File: src/verilog/matmod_pkg.sv
// Widths, vector types and stage structs shared by the multiplier pipeline and its testbench
`default_nettype none

package matmod_pkg;

  ////////////////////////////////////////
  // Widths
  ////////////////////////////////////////

  // Operand, modulo and result
  localparam int word_w = 16;
  // Full product of two operands
  localparam int prod_w = 2 * word_w;
  // Row and column counters, 255 per side at most
  localparam int index_w = 8;

  ////////////////////////////////////////
  // Vector types
  ////////////////////////////////////////

  typedef logic [word_w-1:0]  word_t;
  typedef logic [prod_w-1:0]  product_t;
  typedef logic [index_w-1:0] index_t;

  // Sequencer FSM
  typedef enum logic {
    seq_idle,
    seq_run
  } seq_state_e;

  ////////////////////////////////////////
  // Stage structs
  ////////////////////////////////////////

  // Tagged element, sequencer to product register
  typedef struct packed {
    logic  valid;
    word_t a;
    word_t b;
    word_t modulo;
    logic  row_end;
    logic  last;
  } elem_s;

  // Product register contents
  typedef struct packed {
    logic     valid;
    product_t product;
    word_t    modulo;
    logic     row_end;
    logic     last;
  } prod_s;

  // Reduced result, product stage to writer
  typedef struct packed {
    logic  valid;
    word_t value;
    logic  row_end;
    logic  last;
  } result_s;

endpackage

`default_nettype wire

File: src/verilog/element_sequencer.sv
// Pipeline stage 1: takes a job start, counts rows and columns, tags each element strobe
`timescale 1ns/1ns
`default_nettype none

module element_sequencer (
  input  wire                     CLK,
  input  wire                     RST,
  // Job control
  input  wire                     start,
  input  wire matmod_pkg::index_t size_i,
  input  wire matmod_pkg::index_t size_j,
  input  wire matmod_pkg::word_t  modulo,
  // Element input
  input  wire                     elem_strobe,
  input  wire matmod_pkg::word_t  data_a,
  input  wire matmod_pkg::word_t  data_b,
  // Tagged element out
  output matmod_pkg::elem_s       elem
);

  ////////////////////////////////////////
  // Signals
  ////////////////////////////////////////

  matmod_pkg::seq_state_e state;

  // Job settings, held for the whole job
  matmod_pkg::index_t last_row;
  matmod_pkg::index_t last_col;
  matmod_pkg::word_t  job_modulo;

  // Position of the next element
  matmod_pkg::index_t row;
  matmod_pkg::index_t col;

  logic start_ok;
  logic take;
  logic col_end;
  logic row_last;

  ////////////////////////////////////////
  // Control
  ////////////////////////////////////////

  // Zero modulo, empty matrix or a colliding strobe means no job
  assign start_ok = start && (modulo != '0) && (size_i != '0) && (size_j != '0)
                    && !elem_strobe;

  // Strobes only count while a job is open
  assign take     = (state == matmod_pkg::seq_run) && elem_strobe;
  assign col_end  = (col == last_col);
  assign row_last = (row == last_row);

  // FSM, job latch and counters
  always_ff @(posedge CLK or posedge RST) begin
    if (RST) begin
      state      <= matmod_pkg::seq_idle;
      last_row   <= '0;
      last_col   <= '0;
      job_modulo <= '0;
      row        <= '0;
      col        <= '0;
    end else begin
      case (state)
        matmod_pkg::seq_idle: begin
          if (start_ok) begin
            // Keep sizes as last index
            last_row   <= size_i - 1'b1;
            last_col   <= size_j - 1'b1;
            job_modulo <= modulo;
            row        <= '0;
            col        <= '0;
            state      <= matmod_pkg::seq_run;
          end
        end
        matmod_pkg::seq_run: begin
          if (elem_strobe) begin
            if (col_end) begin
              col <= '0;
              // Last element closes the job
              if (row_last) begin
                state <= matmod_pkg::seq_idle;
              end else begin
                row <= row + 1'b1;
              end
            end else begin
              col <= col + 1'b1;
            end
          end
        end
        default: begin
          state <= matmod_pkg::seq_idle;
        end
      endcase
    end
  end

  ////////////////////////////////////////
  // Element register
  ////////////////////////////////////////

  always_ff @(posedge CLK or posedge RST) begin
    if (RST) begin
      elem <= '0;
    end else begin
      // One-cycle strobe
      elem.valid <= take;
      if (take) begin
        elem.a       <= data_a;
        elem.b       <= data_b;
        // Modulo rides with the element
        elem.modulo  <= job_modulo;
        elem.row_end <= col_end;
        elem.last    <= col_end && row_last;
      end
    end
  end

endmodule

`default_nettype wire

File: src/verilog/matrix_elementwise_multiplier.sv
// Top level of the streaming modular element-wise matrix multiplier, four-cycle pipeline
`timescale 1ns/1ns
`default_nettype none

module matrix_elementwise_multiplier (
  input  wire                     CLK,
  input  wire                     RST,
  // Job control
  input  wire                     start,
  input  wire matmod_pkg::index_t size_i,
  input  wire matmod_pkg::index_t size_j,
  input  wire matmod_pkg::word_t  modulo,
  // Elements in
  input  wire                     elem_strobe,
  input  wire matmod_pkg::word_t  data_a,
  input  wire matmod_pkg::word_t  data_b,
  // Results out
  output matmod_pkg::word_t       data_out,
  output logic                    out_i_enable,
  output logic                    out_j_enable,
  output logic                    ready
);

  // Stage links
  matmod_pkg::elem_s   elem;
  matmod_pkg::result_s result;

  ////////////////////////////////////////
  // Stage 1, sequencing and tags
  ////////////////////////////////////////

  element_sequencer seq_i (
    .CLK         (CLK),
    .RST         (RST),
    .start       (start),
    .size_i      (size_i),
    .size_j      (size_j),
    .modulo      (modulo),
    .elem_strobe (elem_strobe),
    .data_a      (data_a),
    .data_b      (data_b),
    .elem        (elem)
  );

  // Stages 2 and 3, product and reduction
  mod_product_stage prod_i (
    .CLK    (CLK),
    .RST    (RST),
    .elem   (elem),
    .result (result)
  );

  // Stage 4, outputs
  result_writer writer_i (
    .CLK          (CLK),
    .RST          (RST),
    .result       (result),
    .data_out     (data_out),
    .out_i_enable (out_i_enable),
    .out_j_enable (out_j_enable),
    .ready        (ready)
  );

endmodule

`default_nettype wire

File: src/verilog/mod_product_stage.sv
// Pipeline stages 2 and 3: registered full product, then registered reduction modulo m
`timescale 1ns/1ns
`default_nettype none

module mod_product_stage (
  input  wire                      CLK,
  input  wire                      RST,
  // From the sequencer
  input  wire matmod_pkg::elem_s   elem,
  // To the writer
  output matmod_pkg::result_s      result
);

  ////////////////////////////////////////
  // Signals
  ////////////////////////////////////////

  // Product register
  matmod_pkg::prod_s prod;

  // Reduction of the held product
  matmod_pkg::product_t remainder;

  ////////////////////////////////////////
  // Stage 2, product
  ////////////////////////////////////////

  always_ff @(posedge CLK or posedge RST) begin
    if (RST) begin
      prod <= '0;
    end else begin
      prod.valid <= elem.valid;
      if (elem.valid) begin
        // Full width, no overflow
        prod.product <= matmod_pkg::product_t'(elem.a) * matmod_pkg::product_t'(elem.b);
        prod.modulo  <= elem.modulo;
        prod.row_end <= elem.row_end;
        prod.last    <= elem.last;
      end
    end
  end

  ////////////////////////////////////////
  // Stage 3, reduction
  ////////////////////////////////////////

  // Each product uses its own job modulo
  assign remainder = prod.product % matmod_pkg::product_t'(prod.modulo);

  always_ff @(posedge CLK or posedge RST) begin
    if (RST) begin
      result <= '0;
    end else begin
      result.valid <= prod.valid;
      if (prod.valid) begin
        // Remainder is below modulo, fits a word
        result.value   <= matmod_pkg::word_t'(remainder);
        result.row_end <= prod.row_end;
        result.last    <= prod.last;
      end
    end
  end

endmodule

`default_nettype wire

File: src/verilog/result_writer.sv
// Pipeline stage 4: registers the result word and turns the tags into output pulses
`timescale 1ns/1ns
`default_nettype none

module result_writer (
  input  wire                       CLK,
  input  wire                       RST,
  // From the product stage
  input  wire matmod_pkg::result_s  result,
  // Outside outputs
  output matmod_pkg::word_t         data_out,
  output logic                      out_i_enable,
  output logic                      out_j_enable,
  output logic                      ready
);

  ////////////////////////////////////////
  // Data
  ////////////////////////////////////////

  // Held between pulses
  always_ff @(posedge CLK or posedge RST) begin
    if (RST) begin
      data_out <= '0;
    end else if (result.valid) begin
      data_out <= result.value;
    end
  end

  ////////////////////////////////////////
  // Pulses
  ////////////////////////////////////////

  // All three are one-cycle strobes
  always_ff @(posedge CLK or posedge RST) begin
    if (RST) begin
      out_j_enable <= 1'b0;
      out_i_enable <= 1'b0;
      ready        <= 1'b0;
    end else begin
      // Every element
      out_j_enable <= result.valid;
      // End of a row
      out_i_enable <= result.valid && result.row_end;
      // End of the matrix
      ready        <= result.valid && result.last;
    end
  end

endmodule

`default_nettype wire
File: config.mk
export PLATFORM = sky130hd
export DESIGN_NAME = matrix_elementwise_multiplier
export DESIGN_NICKNAME = d
export VERILOG_FILES = /design/src/verilog/matmod_pkg.sv /design/src/verilog/element_sequencer.sv /design/src/verilog/matrix_elementwise_multiplier.sv /design/src/verilog/mod_product_stage.sv /design/src/verilog/result_writer.sv
export SDC_FILE = /design/constraint.sdc
export NUM_CORES = 2
export LEC_CHECK = 0
export ABC_AREA = 0
export ABC_CLOCK_PERIOD_IN_PS = 203200
export BUFFER_PORTS_ARGS = -buffer_cell sky130_fd_sc_hd__buf_2
export CAP_MARGIN = 20
export CORE_MARGIN = 3
export CORE_UTILIZATION = 60
export DETAILED_ROUTE_END_ITERATION = 6
export GPL_ROUTABILITY_DRIVEN = 0
export GPL_TIMING_DRIVEN = 1
export PLACE_DENSITY = 0.86
export SLEW_MARGIN = 20
export SYNTH_ARGS = -nofsm -noshare
export SYNTH_HDL_FRONTEND = slang
export SYNTH_HIERARCHICAL = 1
export SYNTH_SLANG_ARGS = --single-unit
File: constraint.sdc
create_clock -name CLK -period 203.2 [get_ports CLK]
set_input_delay 40.64 -clock CLK [delete_from_list [all_inputs] [get_ports CLK]]
set_output_delay 40.64 -clock CLK [all_outputs]
set_load 0.05 [all_outputs]
==> metrics list <==
- H-tree Lvls: 4
- Along the worst path, the maximum fanout reaches 33.
- Portion of the clock cycle consumed by the worst path in the final layout: 0.485
* Post-CTS Setup Bufs: 0
- The routed design has 104 mm of wire.
- Most frequent cells in the layout: ha_1 (503), nand2_1 (500), inv_1 (330)
- Number of nets in the layout: 5410
- Relative slew margins: 0.296
- Detailed placer's ending HPWL: 79.7 mm
* Initial antenna violation count: 2
- WP data required: 203.54 ns
- After detailed routing, the average wire length per cell comes to 19.0 um.
- In this run, CTS created clock tree buffers numbering 17.
- Setup Crit Path Kind: reg2reg
- Counting flops and latches in the post-synthesis netlist gives 189.
- Ports: 87
* Outcome: finished clean
* Pin count of the biggest net entering global routing: 83
- Combined area of all synthesized cells: 38100 um2
- Kind of cell adding the most delay to the critical path: compound AO/OA/AOI/OAI gates
- Number of pins exceeding their max-slew limit in the final report: 0
* Global-route usage over all layers: 0.306
- Counting every net in the synthesized netlist gives 5426.
- Slack of the worst reg-to-reg path: 104.68 ns
* Die X: 258 um
- Class of the tightest hold or removal check: reg2reg
- After the flow finishes, the layout carries non-filler instances totaling 5496.
* Layout overhead on the synthesized area: 4.22%
- The most numerous cell type found on the critical path is o21a_1.
- Dividing the synthesized area by the synthesized cell count gives 8.17 um2.
- The cell count after synthesis came out at 4660.
- Gr ovfl total: 0
- Setup_tns: 0 ns
* RSZ-0062 raised after global routing: false
* Count of warnings emitted by yosys: 6
- The library cell used most frequently in the layout, excluding fill and tap cells, is ha_1.
- Count of placed standard cells including taps: 5462
- Clock insertion delay at the later pin of the skew report: 0.46 ns
- Element type at the critical path start: register
* Full die area: 66500 um2
- Data on the critical path arrives at its endpoint at 98.86 ns.
- Timing-limited maximum frequency: 10.1 MHz
- The number of gates resized after CTS was 0.
- Share of cells above drive strength 1: 0.108
* Sequential cell area fraction in the yosys report: 0.124
- In this run the critical register-to-register path is launched from prod_i/prod[17].
* CTS Root Buffer Type: clkbuf_16
- Core ar.: 62300 um2
* Netlist cell types: 123
* PortBufs: 86
- Final Critical Period: 98.52 ns
* Max-cap check violation count: 0
* Number of global-route vias before repair: 34800
- Counting every sink on the clock net gives 189.
* Initial standard-cell utilization of the core: 0.611
* Post-detailed-route count of antenna-violating nets: 0
- Buffer levels on the longest clock path: 2
- Setup clock skew after layout: 0.0127 ns
- CP max stage delay: 0.81 ns
- For this run, the detailed router's first-pass iteration total came to 7.
- Number of placement rows: 91
* Final Hold Vio Count: 0
- The most critical setup path has its startpoint at prod_i/prod[17].
* Slew at the pin closest to its max-slew limit: 1.04 ns
- Most common flop cell mapped by yosys: dfrtp_1
* CTS tree: built
* Number of enable-type register cells in the synthesized netlist: 0
* Post-cts hold buffer count: 0
- For this run, design rule violations remaining after detail routing come to 0.
* Max stage delay cell, worst path: o31ai_1
* Chip Height: 258 um
* CP Capture Type: register
- WP buf/inv: 16
- Async set-reset flop share out of synthesis: 1.00
* Global-route wire length before repair: 170 mm
- In the routed layout, each cell is associated on average with a via count of 6.50.
* Detailed-route via count: 35700
- The worst hold path begins at seq_i/elem[6].
- Setup violations remaining at the end of the flow were counted as 0.
- Clock-pin slew was measured on the worst setup and hold paths at 0.07 ns.
* Number of violations reported at the end of detailed-routing iteration 0: 3104
-- worst reg2reg max path, delay by kind of cell (launching register included) --
kind | cells | cell delay (ns)
adder cells (fa/ha/maj) | 31 | 9.88
AO/OA/AOI/OAI | 268 | 62.58
XOR/XNOR | 1 | 0.23
flip-flops | 1 | 0.47
AND/OR/NAND/NOR | 76 | 17.84
multiplexers | 10 | 3.60
buffers and inverters | 16 | 3.78
-- kinds of logic after synthesis --
family | synth area share
compound gates | 0.230
xor+xnor | 0.0566
fa+ha+maj | 0.268
buf+inv | 0.0553
flops | 0.124
mux | 0.0671
simple gates | 0.199
-- flip-flops by register name, summed over array words and instances, names as in the netlist --
| name | cells |
|---|---|
| prod_i/prod | 51 |
| seq_i/elem | 51 |
| prod_i/result | 19 |
| seq_i/job_modulo | 16 |
| writer_i/data_out | 16 |
| seq_i/col | 8 |
| seq_i/last_col | 8 |
| seq_i/last_row | 8 |
| seq_i/row | 8 |
| seq_i/state | 1 |
| writer_i/out_i_enable | 1 |
| writer_i/out_j_enable | 1 |
| writer_i/ready | 1 |
-- area by class of cell --
class	count	area [um2]
repair buffers	130	761
fillers	5095	22600
flip-flops and latches	189	4730
clock buffers	20	447
well taps	837	1050
clock inverters	12	123
diodes	2	5.00
multi-input cells	3964	31300
inverters	342	1290
-- metrics by stage --
stage,worst slack [ns],hold slack (ns),instance area (um2),util
6_report,104.68,0.489,39700,0.637
5_1_grt,97.08,0.522,39700,0.637
4_1_cts,105.86,0.488,39700,0.637
3_5_place_dp,106.27,0.468,39100,0.628
3_3_place_gp,109.07,0.463,39100,0.627
2_1_floorplan,111.35,0.352,38100,-
-- per-layer routing --
metal / routed length, um / up-vias / GRT usage
li1: - / 16800 / -
met1: 44000 / 16900 / 0.405
met2: 46400 / 1654 / 0.495
met3: 9650 / 317 / 0.0583
met4: 4240 / 0 / 0.123
met5: 0 / - / 0
-- final timing paths --
check                                    endpoint  cells past startpoint
worst min register to register     prod_i/prod[6]                      2
worst max register to register  prod_i/result[16]                    402
worst min-delay path               prod_i/prod[6]                      2
worst max-delay path            prod_i/result[16]                    402
max in group asynchronous          seq_i/elem[50]                      3
min in group asynchronous          seq_i/elem[19]                      2
-- synthesized netlist by cell type (31+ instances only) --
library cell	count	area, um2
o21a_1	207	1550
a31oi_1	31	194
o21bai_1	41	308
a21o_1	86	646
ha_1	503	6290
or2_2	52	325
or3_1	33	206
o31ai_1	114	856
and2_1	102	638
a21oi_1	240	1200
xnor2_1	172	1510
dfrtp_1	189	4730
nor2_1	299	1120
inv_1	339	1270
mux2_2	180	2030
nand3_1	79	395
fa_1	195	3900
clkbuf_1	112	420
o21ai_0	176	881
mux2i_1	34	340
nor3_1	231	1160
nand4_1	34	213
o211ai_1	41	308
xor2_1	74	648
a211oi_1	45	338
nand2_1	500	1880
Power is not shown: default switching activity piles up to over one toggle a cycle in this logic, so the estimate is an artifact.
